===== src/hw/fpu_pkg.sv =====
package fpu_pkg;

   localparam int fpu_lat      = 2;  // cycles from issue to result
   localparam int lg_rob_width = 4;
   localparam int lg_prf_width = 4;
   localparam int lg_fcr_width = 4;

   localparam logic [31:0] qnan_value = 32'h7fc00000;  // canonical quiet nan

   typedef logic [31:0]             sp_word_t;
   typedef logic [lg_rob_width-1:0] rob_ptr_t;
   typedef logic [lg_prf_width-1:0] prf_ptr_t;
   typedef logic [lg_fcr_width-1:0] fcr_ptr_t;
   typedef logic [7:0]              fcr_t;
   typedef logic [2:0]              fcr_sel_t;

   typedef enum logic [3:0] {
      op_nop    = 4'd0,
      sp_add    = 4'd1,
      sp_sub    = 4'd2,
      sp_mul    = 4'd3,
      sp_cmp_lt = 4'd4,
      sp_cmp_eq = 4'd5,
      sp_cmp_le = 4'd6
   } opcode_t;

   typedef enum logic [1:0] {
      cmp_none,
      cmp_lt,
      cmp_eq,
      cmp_le
   } fp_cmp_t;

   typedef struct packed {
      opcode_t  opcode;
      sp_word_t src_a;
      sp_word_t src_b;
      rob_ptr_t rob_ptr;
      prf_ptr_t dst_ptr;
      fcr_ptr_t fcr_ptr;
      fcr_sel_t fcr_sel;
   } fpu_issue_t;

   typedef struct packed {
      sp_word_t y;        // new fcr byte in low bits for compares
      rob_ptr_t rob_ptr;
      prf_ptr_t dst_ptr;
      fcr_ptr_t fcr_ptr;
   } fpu_result_t;

endpackage

===== src/hw/fp_exec_top.sv =====
`timescale 1ns/10ps

module fp_exec_top
(
   input  logic                 clk,
   input  logic                 reset,
   input  logic                 start,
   input  fpu_pkg::fpu_issue_t  issue,
   output logic                 val,
   output logic                 cmp_val,
   output fpu_pkg::fpu_result_t result
);
   import fpu_pkg::*;

   fcr_t src_fcr;   // old byte read at issue

   fcr_file fcr0
   (
      .clk     (clk),
      .reset   (reset),
      .rd_ptr  (issue.fcr_ptr),
      .rd_data (src_fcr),
      .wr_en   (cmp_val),
      .wr_ptr  (result.fcr_ptr),
      .wr_data (result.y[7:0])
   );

   fpu fpu0
   (
      .clk     (clk),
      .reset   (reset),
      .start   (start),
      .issue   (issue),
      .src_fcr (src_fcr),
      .val     (val),
      .cmp_val (cmp_val),
      .result  (result)
   );

endmodule


===== src/hw/fpu.sv =====
`timescale 1ns/10ps

module fpu
(
   input  logic                 clk,
   input  logic                 reset,
   input  logic                 start,
   input  fpu_pkg::fpu_issue_t  issue,
   input  fpu_pkg::fcr_t        src_fcr,
   output logic                 val,
   output logic                 cmp_val,
   output fpu_pkg::fpu_result_t result
);
   import fpu_pkg::*;

   typedef struct packed {
      opcode_t  opcode;
      rob_ptr_t rob_ptr;
      prf_ptr_t dst_ptr;
      fcr_ptr_t fcr_ptr;
      fcr_sel_t fcr_sel;
      fcr_t     fcr;
   } tag_stage_t;

   logic                         add_en;
   logic                         sub_mode;
   logic                         mul_en;
   fp_cmp_t                      cmp_type;

   logic [fpu_lat-1:0]           r_val;
   tag_stage_t [fpu_lat-1:0]     r_tag;   // index 0 is the completing stage

   sp_word_t                     add_y;
   sp_word_t                     mul_y;
   logic                         cmp_bit;
   fcr_t                         merged_fcr;

   always_comb
   begin
      add_en = 1'b0;
      sub_mode = 1'b0;
      mul_en = 1'b0;
      cmp_type = cmp_none;
      case (issue.opcode)
         sp_add:    add_en = 1'b1;
         sp_sub:
         begin
            add_en = 1'b1;
            sub_mode = 1'b1;
         end
         sp_mul:    mul_en = 1'b1;
         sp_cmp_lt: cmp_type = cmp_lt;
         sp_cmp_eq: cmp_type = cmp_eq;
         sp_cmp_le: cmp_type = cmp_le;
         default:   cmp_type = cmp_none;
      endcase
   end

   fp_add sa(.clk(clk), .en(start && add_en), .sub(sub_mode),
             .a(issue.src_a), .b(issue.src_b), .y(add_y));

   fp_mul sm(.clk(clk), .en(start && mul_en),
             .a(issue.src_a), .b(issue.src_b), .y(mul_y));

   fp_compare sc(.clk(clk), .en(start && (cmp_type != cmp_none)), .cmp_type(cmp_type),
                 .a(issue.src_a), .b(issue.src_b), .y(cmp_bit));

   always_ff @(posedge clk)
   begin
      if (reset)
         r_val <= '0;
      else
      begin
         r_val[fpu_lat-1] <= start && (issue.opcode != op_nop);
         for (int i = 0; i < fpu_lat - 1; i++)
            r_val[i] <= r_val[i+1];
      end
   end

   always_ff @(posedge clk)
   begin
      r_tag[fpu_lat-1] <= '{issue.opcode, issue.rob_ptr, issue.dst_ptr,
                            issue.fcr_ptr, issue.fcr_sel, src_fcr};
      for (int i = 0; i < fpu_lat - 1; i++)
         r_tag[i] <= r_tag[i+1];
   end

   always_comb
   begin
      merged_fcr = r_tag[0].fcr;
      merged_fcr[r_tag[0].fcr_sel] = cmp_bit;     // other seven bits kept
      result.rob_ptr = r_tag[0].rob_ptr;
      result.dst_ptr = r_tag[0].dst_ptr;
      result.fcr_ptr = r_tag[0].fcr_ptr;
      result.y = 32'd0;
      val = 1'b0;
      cmp_val = 1'b0;
      case (r_tag[0].opcode)
         sp_add, sp_sub:
         begin
            result.y = add_y;
            val = r_val[0];
         end
         sp_mul:
         begin
            result.y = mul_y;
            val = r_val[0];
         end
         sp_cmp_lt, sp_cmp_eq, sp_cmp_le:
         begin
            result.y = {24'd0, merged_fcr};
            cmp_val = r_val[0];
         end
         default:
            result.y = 32'd0;
      endcase
   end

   assert property (@(posedge clk) disable iff (reset) r_val[0] |-> $onehot({val, cmp_val}));

endmodule


===== src/hw/fcr_file.sv =====
`timescale 1ns/10ps

module fcr_file
(
   input  logic              clk,
   input  logic              reset,
   input  fpu_pkg::fcr_ptr_t rd_ptr,
   output fpu_pkg::fcr_t     rd_data,
   input  logic              wr_en,
   input  fpu_pkg::fcr_ptr_t wr_ptr,
   input  fpu_pkg::fcr_t     wr_data
);
   import fpu_pkg::*;

   fcr_t regs [2**lg_fcr_width];

   assign rd_data = regs[rd_ptr];                 // no bypass from the write port

   always_ff @(posedge clk)
   begin
      if (reset)
      begin
         for (int i = 0; i < 2**lg_fcr_width; i++)
            regs[i] <= '0;
      end
      else if (wr_en)
      begin
         regs[wr_ptr] <= wr_data;
      end
   end

   assert property (@(posedge clk) disable iff (reset) wr_en |-> !$isunknown(wr_ptr));

endmodule


===== src/hw/fp_compare.sv =====
`timescale 1ns/10ps

module fp_compare
(
   input  logic              clk,
   input  logic              en,
   input  fpu_pkg::fp_cmp_t  cmp_type,
   input  fpu_pkg::sp_word_t a,
   input  fpu_pkg::sp_word_t b,
   output logic              y
);
   import fpu_pkg::*;

   logic [30:0] mag_a;
   logic [30:0] mag_b;
   logic        nan_a;
   logic        nan_b;

   logic        r_en;
   fp_cmp_t     r_type;
   logic        r_unord;
   logic        r_sign_a;
   logic        r_sign_b;
   logic        r_mag_lt;
   logic        r_mag_eq;
   logic        r_both_zero;

   logic        is_eq;
   logic        is_lt;

   always_comb
   begin
      mag_a = (a[30:23] == 8'd0) ? 31'd0 : a[30:0];
      mag_b = (b[30:23] == 8'd0) ? 31'd0 : b[30:0];
      nan_a = (a[30:23] == 8'hff) && (a[22:0] != 23'd0);
      nan_b = (b[30:23] == 8'hff) && (b[22:0] != 23'd0);
   end

   always_ff @(posedge clk)
   begin
      r_en <= en;
      if (en)
      begin
         r_type <= cmp_type;
         r_unord <= nan_a | nan_b;
         r_sign_a <= a[31];
         r_sign_b <= b[31];
         r_mag_lt <= mag_a < mag_b;
         r_mag_eq <= mag_a == mag_b;
         r_both_zero <= (mag_a == 31'd0) && (mag_b == 31'd0);   // +0 == -0
      end
   end

   always_comb
   begin
      is_eq = r_both_zero || ((r_sign_a == r_sign_b) && r_mag_eq);
      if (r_both_zero)
         is_lt = 1'b0;
      else if (r_sign_a != r_sign_b)
         is_lt = r_sign_a;
      else if (r_sign_a)
         is_lt = !r_mag_lt && !r_mag_eq;           // both negative
      else
         is_lt = r_mag_lt;
   end

   always_ff @(posedge clk)
   begin
      if (r_en)
      begin
         case (r_type)
            cmp_lt:  y <= !r_unord && is_lt;
            cmp_eq:  y <= !r_unord && is_eq;
            cmp_le:  y <= !r_unord && (is_lt || is_eq);
            default: y <= 1'b0;
         endcase
      end
   end

endmodule


===== src/hw/fp_mul.sv =====
`timescale 1ns/10ps

module fp_mul
(
   input  logic              clk,
   input  logic              en,
   input  fpu_pkg::sp_word_t a,
   input  fpu_pkg::sp_word_t b,
   output fpu_pkg::sp_word_t y
);
   import fpu_pkg::*;

   logic [7:0]        exp_a;
   logic [7:0]        exp_b;
   logic              zero_a;
   logic              zero_b;
   logic              nan_a;
   logic              nan_b;
   logic              inf_a;
   logic              inf_b;
   logic [23:0]       man_a;
   logic [23:0]       man_b;

   logic              r_en;
   logic              r_sign;
   logic signed [9:0] r_exp;
   logic [47:0]       r_prod;
   logic              r_nan;
   logic              r_inf;
   logic              r_zero;

   logic signed [9:0] exp_res;
   logic [22:0]       frac;

   always_comb
   begin
      exp_a = a[30:23];
      exp_b = b[30:23];
      zero_a = exp_a == 8'd0;                      // includes subnormals
      zero_b = exp_b == 8'd0;
      nan_a = (exp_a == 8'hff) && (a[22:0] != 23'd0);
      nan_b = (exp_b == 8'hff) && (b[22:0] != 23'd0);
      inf_a = (exp_a == 8'hff) && (a[22:0] == 23'd0);
      inf_b = (exp_b == 8'hff) && (b[22:0] == 23'd0);
      man_a = zero_a ? 24'd0 : {1'b1, a[22:0]};
      man_b = zero_b ? 24'd0 : {1'b1, b[22:0]};
   end

   always_ff @(posedge clk)
   begin
      r_en <= en;
      if (en)
      begin
         r_sign <= a[31] ^ b[31];
         r_exp <= $signed({2'b00, exp_a}) + $signed({2'b00, exp_b}) - 10'sd127;
         r_prod <= man_a * man_b;
         r_nan <= nan_a | nan_b | (inf_a & zero_b) | (inf_b & zero_a);
         r_inf <= inf_a | inf_b;
         r_zero <= zero_a | zero_b;
      end
   end

   always_comb
   begin
      exp_res = r_prod[47] ? (r_exp + 10'sd1) : r_exp;    // product in [1,4)
      frac = r_prod[47] ? r_prod[46:24] : r_prod[45:23];
   end

   always_ff @(posedge clk)
   begin
      if (r_en)
      begin
         if (r_nan)
            y <= qnan_value;
         else if (r_inf)
            y <= {r_sign, 8'hff, 23'd0};
         else if (r_zero)
            y <= {r_sign, 31'd0};
         else if (exp_res >= 10'sd255)
            y <= {r_sign, 8'hff, 23'd0};
         else if (exp_res <= 10'sd0)
            y <= {r_sign, 31'd0};                  // underflow flush
         else
            y <= {r_sign, exp_res[7:0], frac};
      end
   end

endmodule


===== src/hw/fp_add.sv =====
`timescale 1ns/10ps

module fp_add
(
   input  logic              clk,
   input  logic              en,
   input  logic              sub,
   input  fpu_pkg::sp_word_t a,
   input  fpu_pkg::sp_word_t b,
   output fpu_pkg::sp_word_t y
);
   import fpu_pkg::*;

   logic        sign_a;
   logic        sign_b;
   logic [7:0]  exp_a;
   logic [7:0]  exp_b;
   logic [23:0] man_a;
   logic [23:0] man_b;
   logic        nan_a;
   logic        nan_b;
   logic        inf_a;
   logic        inf_b;
   logic        a_bigger;
   logic [7:0]  exp_diff;
   logic [23:0] man_small;
   logic [4:0]  shift_amt;
   logic [55:0] shift_wide;
   logic        spec;
   sp_word_t    spec_y;

   logic        r_en;
   logic        r_sign;
   logic        r_eff_sub;
   logic        r_zero_sign;
   logic [7:0]  r_exp;
   logic [25:0] r_man_big;    // mantissa, guard, sticky
   logic [25:0] r_man_small;
   logic        r_spec;
   sp_word_t    r_spec_y;

   logic [26:0]        sum;
   logic [4:0]         lz;
   logic [26:0]        norm;
   logic signed [9:0]  exp_res;
   sp_word_t           y_next;

   function automatic logic [4:0] lead_zeros(input logic [26:0] v);
      logic [4:0] n;
      logic       found;
      n = 5'd0;
      found = 1'b0;
      for (int i = 26; i >= 0; i--)
      begin
         if (v[i])
            found = 1'b1;
         else if (!found)
            n = n + 5'd1;
      end
      return n;
   endfunction

   always_comb
   begin
      sign_a = a[31];
      sign_b = b[31] ^ sub;                        // subtract flips b
      exp_a = a[30:23];
      exp_b = b[30:23];
      man_a = (exp_a == 8'd0) ? 24'd0 : {1'b1, a[22:0]};   // subnormal reads as zero
      man_b = (exp_b == 8'd0) ? 24'd0 : {1'b1, b[22:0]};
      nan_a = (exp_a == 8'hff) && (a[22:0] != 23'd0);
      nan_b = (exp_b == 8'hff) && (b[22:0] != 23'd0);
      inf_a = (exp_a == 8'hff) && (a[22:0] == 23'd0);
      inf_b = (exp_b == 8'hff) && (b[22:0] == 23'd0);
      a_bigger = {exp_a, man_a} >= {exp_b, man_b};
      exp_diff = a_bigger ? (exp_a - exp_b) : (exp_b - exp_a);
      man_small = a_bigger ? man_b : man_a;
      shift_amt = (exp_diff > 8'd31) ? 5'd31 : exp_diff[4:0];
      shift_wide = {man_small, 32'd0} >> shift_amt;
      spec = nan_a | nan_b | inf_a | inf_b;
      if (nan_a || nan_b || (inf_a && inf_b && (sign_a != sign_b)))
         spec_y = qnan_value;
      else if (inf_a)
         spec_y = {sign_a, 8'hff, 23'd0};
      else
         spec_y = {sign_b, 8'hff, 23'd0};
   end

   always_ff @(posedge clk)
   begin
      r_en <= en;
      if (en)
      begin
         r_sign <= a_bigger ? sign_a : sign_b;
         r_eff_sub <= sign_a != sign_b;
         r_zero_sign <= sign_a & sign_b;           // -0 only when both negative
         r_exp <= a_bigger ? exp_a : exp_b;
         r_man_big <= {(a_bigger ? man_a : man_b), 2'b00};
         r_man_small <= {shift_wide[55:31], |shift_wide[30:0]};
         r_spec <= spec;
         r_spec_y <= spec_y;
      end
   end

   always_comb
   begin
      if (r_eff_sub)
         sum = {1'b0, r_man_big} - {1'b0, r_man_small};
      else
         sum = {1'b0, r_man_big} + {1'b0, r_man_small};
      lz = lead_zeros(sum);
      norm = sum << lz;
      exp_res = $signed({2'b00, r_exp}) + 10'sd1 - $signed({5'd0, lz});
      if (r_spec)
         y_next = r_spec_y;
      else if (sum == 27'd0)
         y_next = {r_zero_sign, 31'd0};            // exact cancellation
      else if (exp_res >= 10'sd255)
         y_next = {r_sign, 8'hff, 23'd0};
      else if (exp_res <= 10'sd0)
         y_next = {r_sign, 31'd0};                 // flush to signed zero
      else
         y_next = {r_sign, exp_res[7:0], norm[25:3]};   // truncate
   end

   always_ff @(posedge clk)
   begin
      if (r_en)
         y <= y_next;
   end

   assert property (@(posedge clk) !$isunknown(en));

endmodule


===== config.mk =====
export PLATFORM = sky130hd
export DESIGN_NAME = fp_exec_top
export DESIGN_NICKNAME = d
export VERILOG_FILES = /design/src/hw/fpu_pkg.sv /design/src/hw/fp_exec_top.sv /design/src/hw/fpu.sv /design/src/hw/fcr_file.sv /design/src/hw/fp_compare.sv /design/src/hw/fp_mul.sv /design/src/hw/fp_add.sv
export SDC_FILE = /design/constraint.sdc
export NUM_CORES = 2
export LEC_CHECK = 0
export BUFFER_PORTS_ARGS = -buffer_cell sky130_fd_sc_hd__buf_4
export CORE_AREA = 4 4 304 306
export DETAILED_ROUTE_END_ITERATION = 10
export DIE_AREA = 0 0 308 310
export MAX_ROUTING_LAYER = met4
export PLACE_DENSITY = 0.66
export REMOVE_ABC_BUFFERS = 1
export SLEW_MARGIN = 20
export SYNTH_ARGS = -nofsm -noshare
export SYNTH_HDL_FRONTEND = slang
export SYNTH_SLANG_ARGS = --single-unit
export TNS_END_PERCENT = 100

===== constraint.sdc =====
create_clock -name clk -period 37.6 [get_ports clk]
set_input_delay 9.4 -clock clk [delete_from_list [all_inputs] [get_ports clk]]
set_output_delay 9.4 -clock clk [all_outputs]
set_load 0.005 [all_outputs]

==> out/summary.md <==
Outcome
- status: completed

STA
- post-route clock period utilization: 0.714
- final count of negative-setup-slack endpoints: 0
- hold violation count in the final report: 0
- maximum clock skew at final layout: 24.6 ps
- RSZ-0062 raised after global routing: false
- actual slew at the worst max-slew pin: 1190 ps
- fmax: 0.0373 GHz
- shortest period the worst path allows: 26,830 ps
- count of pins over their slew limit: 0
- setup total negative slack: 0 ps
- relative max-transition margin: 0.204

Die
- overall die area: 0.0955 mm^2
- initial standard-cell utilization of the core: 0.497
- total core area: 0.0896 mm^2
- Boundary Pins: 132
- horizontal die dimension: 308 um
- total number of placement rows: 110
- DIE HEIGHT: 310 um

Yosys
- number of flops mapped to enable cells by yosys: 304
- post-synthesis sequential element count: 363
- Mean Syn Cell Area: 9.01 um^2
- async set-reset flop share out of synthesis: 0
- synth unique cells: 97
- total standard cell area after synthesis: 0.0446 mm^2
- most used flip-flop cell after synthesis: sky130_fd_sc_hd__edfxtp_1
- synthesized instance count: 4,945
- number of warning messages in the yosys log: 0
- portion of the post-synthesis area used by sequential elements: 0.231

Worst setup path
- Worst Path Class, Setup: register to register
- slowest cell on the critical path: sky130_fd_sc_hd__or4b_2
- category of the worst setup path launch point: register
- Arrival @ worst endpoint: 27,230 ps
- stage delay of the slowest cell on the critical path: 840 ps
- sort of element at the end of the critical path: register
- highest net fanout along the worst path: 19
- required time at the worst-slack endpoint: 38,000 ps
- most common cell type on the critical path: sky130_fd_sc_hd__ha_1

Run
- maximum capacitance violations: 0

CTS
- deepest level of the CTS H-tree: 2
- TritonCTS clock tree: built
- maximum clock path buffer count: 3
- total clock buffers created by CTS: 37
- worst-skew pair later-pin latency: 560 ps
- CTS Root Buffer Type: sky130_fd_sc_hd__clkbuf_16
- # Post-CTS Setup Buffers: 0
- CTS clock-pin slew for the worst setup and hold paths: 70 ps
- CTS Hold Bufs: 0
- cells resized by post-CTS repair: 0
- TritonCTS Sinks: 363

Route
- # DRC: 0
- routed wire length per instance: 23.2 um
- drt via density: 5.96
- Starting DRT DRC Count: 3,537
- length of the first detailed-routing pass in iterations: 6
- remaining number of nets flagged by the antenna check after routing: 0
- total wire length after detailed routing: 142,000 um
- total number of vias: 36,595

Final layout
- proportion of layout cells with a drive suffix above 1: 0.0798
- final cell utilization of the core: 0.534
- number of nets at the end of the flow: 5,853
- filler instances: 8,291
- post-synthesis to final-layout area growth: 7.46%

Pwr
- switching power: 0.00200 W
- fraction of power spent switching nets: 0.497
- static leakage power: 21.7 nW
- Sequential Power Share: 0.150
- areal power density over the cells: 84.2 mW/mm^2
- maximum VDD drop: 0.155 mV
- Gate power share: 0.758
- Internal Pwr Total: 0.00203 W
- relative contribution of the clock network to total power: 0.092

Global route
- via count of the first global-routing pass: 36,151
- wire length of the first global-routing pass: 218,000 um
- largest net degree at the start of global routing: 75
- Overflow after GRT: 0
- Global Route Usage Sum: 0.307
- number of antenna violations at the first check in global routing: 3

Place
- placer's final routability congestion estimate: 1.04
- detailed placement HPWL: 112,000 um
- count of port buffers added during placement: 131

Hold path
- worst hold path type: register to register

## cells in the mapped netlist, types with 9 or more instances
master                        n  area, um^2
sky130_fd_sc_hd__and2_1     148         926
sky130_fd_sc_hd__nor4_1      41         257
sky130_fd_sc_hd__a2111oi_0   14         123
sky130_fd_sc_hd__xor2_1      36         315
sky130_fd_sc_hd__edfxtp_1   304        9130
sky130_fd_sc_hd__mux2i_1     94         941
sky130_fd_sc_hd__a32oi_1      9        78.8
sky130_fd_sc_hd__nor3b_1     15         113
sky130_fd_sc_hd__nand4_1     32         200
sky130_fd_sc_hd__ha_1       346        4330
sky130_fd_sc_hd__o31ai_1     23         173
sky130_fd_sc_hd__o21ai_0    154         771
sky130_fd_sc_hd__nand2_1    613        2300
sky130_fd_sc_hd__a21o_1      54         405
sky130_fd_sc_hd__nand2b_1    42         263
sky130_fd_sc_hd__inv_1      710        2670
sky130_fd_sc_hd__mux2_2      31         349
sky130_fd_sc_hd__fa_1       486        9730
sky130_fd_sc_hd__a22o_1      24         210
sky130_fd_sc_hd__o22ai_1     30         188
sky130_fd_sc_hd__or3_1       10        62.6
sky130_fd_sc_hd__and3_1      58         363
sky130_fd_sc_hd__nor2_1     476        1790
sky130_fd_sc_hd__buf_1       17        63.8
sky130_fd_sc_hd__dfxtp_1     59        1180
sky130_fd_sc_hd__buf_4       13        97.6
sky130_fd_sc_hd__o21bai_1    23         173
sky130_fd_sc_hd__nand3_1     76         380
sky130_fd_sc_hd__a21oi_1    230        1150
sky130_fd_sc_hd__or4_1        9        67.6
sky130_fd_sc_hd__a31oi_1     18         113
sky130_fd_sc_hd__a211oi_1    38         285
sky130_fd_sc_hd__nor3_1      82         410
sky130_fd_sc_hd__xnor2_1    104         911
sky130_fd_sc_hd__nor2b_1     30         188
sky130_fd_sc_hd__clkbuf_1   217         815
sky130_fd_sc_hd__o21a_1      16         120
sky130_fd_sc_hd__o211ai_1    41         308
sky130_fd_sc_hd__nand3b_1     9        67.6
sky130_fd_sc_hd__mux4_2      40         901
## cells by family (layout without fill, tap and decap cells)
kind of cell    Yosys count  count (layout)  synth area share
compound gates          778             778             0.114
xor+xnor                149             149            0.0321
fa+ha+maj               832             832             0.316
buf+inv                 973             992            0.0833
flops                   363             363             0.231
mux                     165             165            0.0492
other cells               0               3                 0
simple gates           1685            1685             0.174
## power by group through the flow
stage | logic [W] | clock network, W | registers, W
after global placement | 0.00300 | 0 | 0.000614
final | 0.00306 | 0.000370 | 0.000606
after detailed placement | 0.00304 | 0 | 0.000615
after global routing | 0.00348 | 0.000392 | 0.000609
after floorplan | 0.00209 | 0 | 0.000611
after CTS | 0.00307 | 0.000375 | 0.000606
## area by class of cell
| cell class | instances | area (um^2) | share of cell area |
|---|---|---|---|
| multi-input cells | 3609 | 30600 | 0.640 |
| flip-flops and latches | 363 | 10300 | 0.215 |
| inverters | 719 | 2700 | 0.0564 |
| repair buffers | 205 | 1550 | 0.0324 |
| well taps | 1176 | 1470 | 0.0307 |
| clock buffers | 47 | 1000 | 0.0210 |
| clock inverters | 21 | 208 | 0.00434 |
| diodes | 3 | 7.51 | 0.000157 |
## final timing paths
path / startpoint / end / slack [ps] / depth (start not counted)
min: fpu0.r_tag[41] / fpu0.result[3] / 320 / 0
max: fpu0.sa.r_man_big[2] / fpu0.sa.y[22] / 10770 / 113
max reg2reg: fpu0.sa.r_man_big[2] / fpu0.sa.y[22] / 10770 / 113
min reg2reg: fpu0.r_tag[41] / fpu0.result[3] / 320 / 0
## layer usage
layer  vias to the layer above  track usage  part of all wire
met1                     18064        0.408              0.41
met3                       304       0.0550             0.093
met5                         -            -                 0
met4                         0        0.109             0.043
li1                      16477            -                 -
met2                      1750        0.478              0.45
## state kept, by name, summed over array words and instances (netlist names), 2 cells and up
register	cells
fpu0.r_val	2
fcr0.regs	128
fpu0.sm.y	32
fpu0.sa.r_exp	8
fpu0.r_tag	42
fpu0.sa.r_man_small	26
fpu0.sa.r_spec_y	2
fpu0.sa.r_man_big	24
fpu0.result	12
fpu0.sm.r_exp	10
fpu0.sc.r_type	2
fpu0.sa.y	32
fpu0.sm.r_prod	25
## metrics by stage
step	cell area [um^2]	total power (W)	hold WS, ps	instances	worst slack, ps
2_1_floorplan	43500	0.00270	310	4691	13810
3_3_place_gp	46600	0.00362	310	6071	11760
3_5_place_dp	46600	0.00365	312	6072	11060
4_1_cts	47900	0.00405	321	6140	10920
5_1_grt	47900	0.00448	325	6142	8610
6_report	47900	0.00403	324	6143	10770
## cells in the final DEF (no fill, tap or decap), drive strengths merged, types with 47 or more instances in the layout
cell type	synthesis	routed
nand2	613	613
a21o	54	54
fa	486	486
nand3	76	76
mux2i	94	94
clkbuf	218	47
ha	346	346
and2	151	151
nor3	83	83
and3	58	58
xnor2	106	106
nor2	476	476
a21oi	230	230
edfxtp	304	304
inv	716	720
dfxtp	59	59
buf	36	205
o21ai	156	156
## critical path: cells and delay by family (launching register included)
| family | cells | cell delay (ps) |
|---|---|---|
| AO/OA/AOI/OAI | 36 | 7790 |
| buffers and inverters | 10 | 1180 |
| adder cells (fa/ha/maj) | 29 | 8900 |
| XOR/XNOR | 3 | 1030 |
| AND/OR/NAND/NOR | 21 | 4240 |
| multiplexers | 14 | 3160 |
| flip-flops | 1 | 360 |
(Power assumes the default switching activity.)
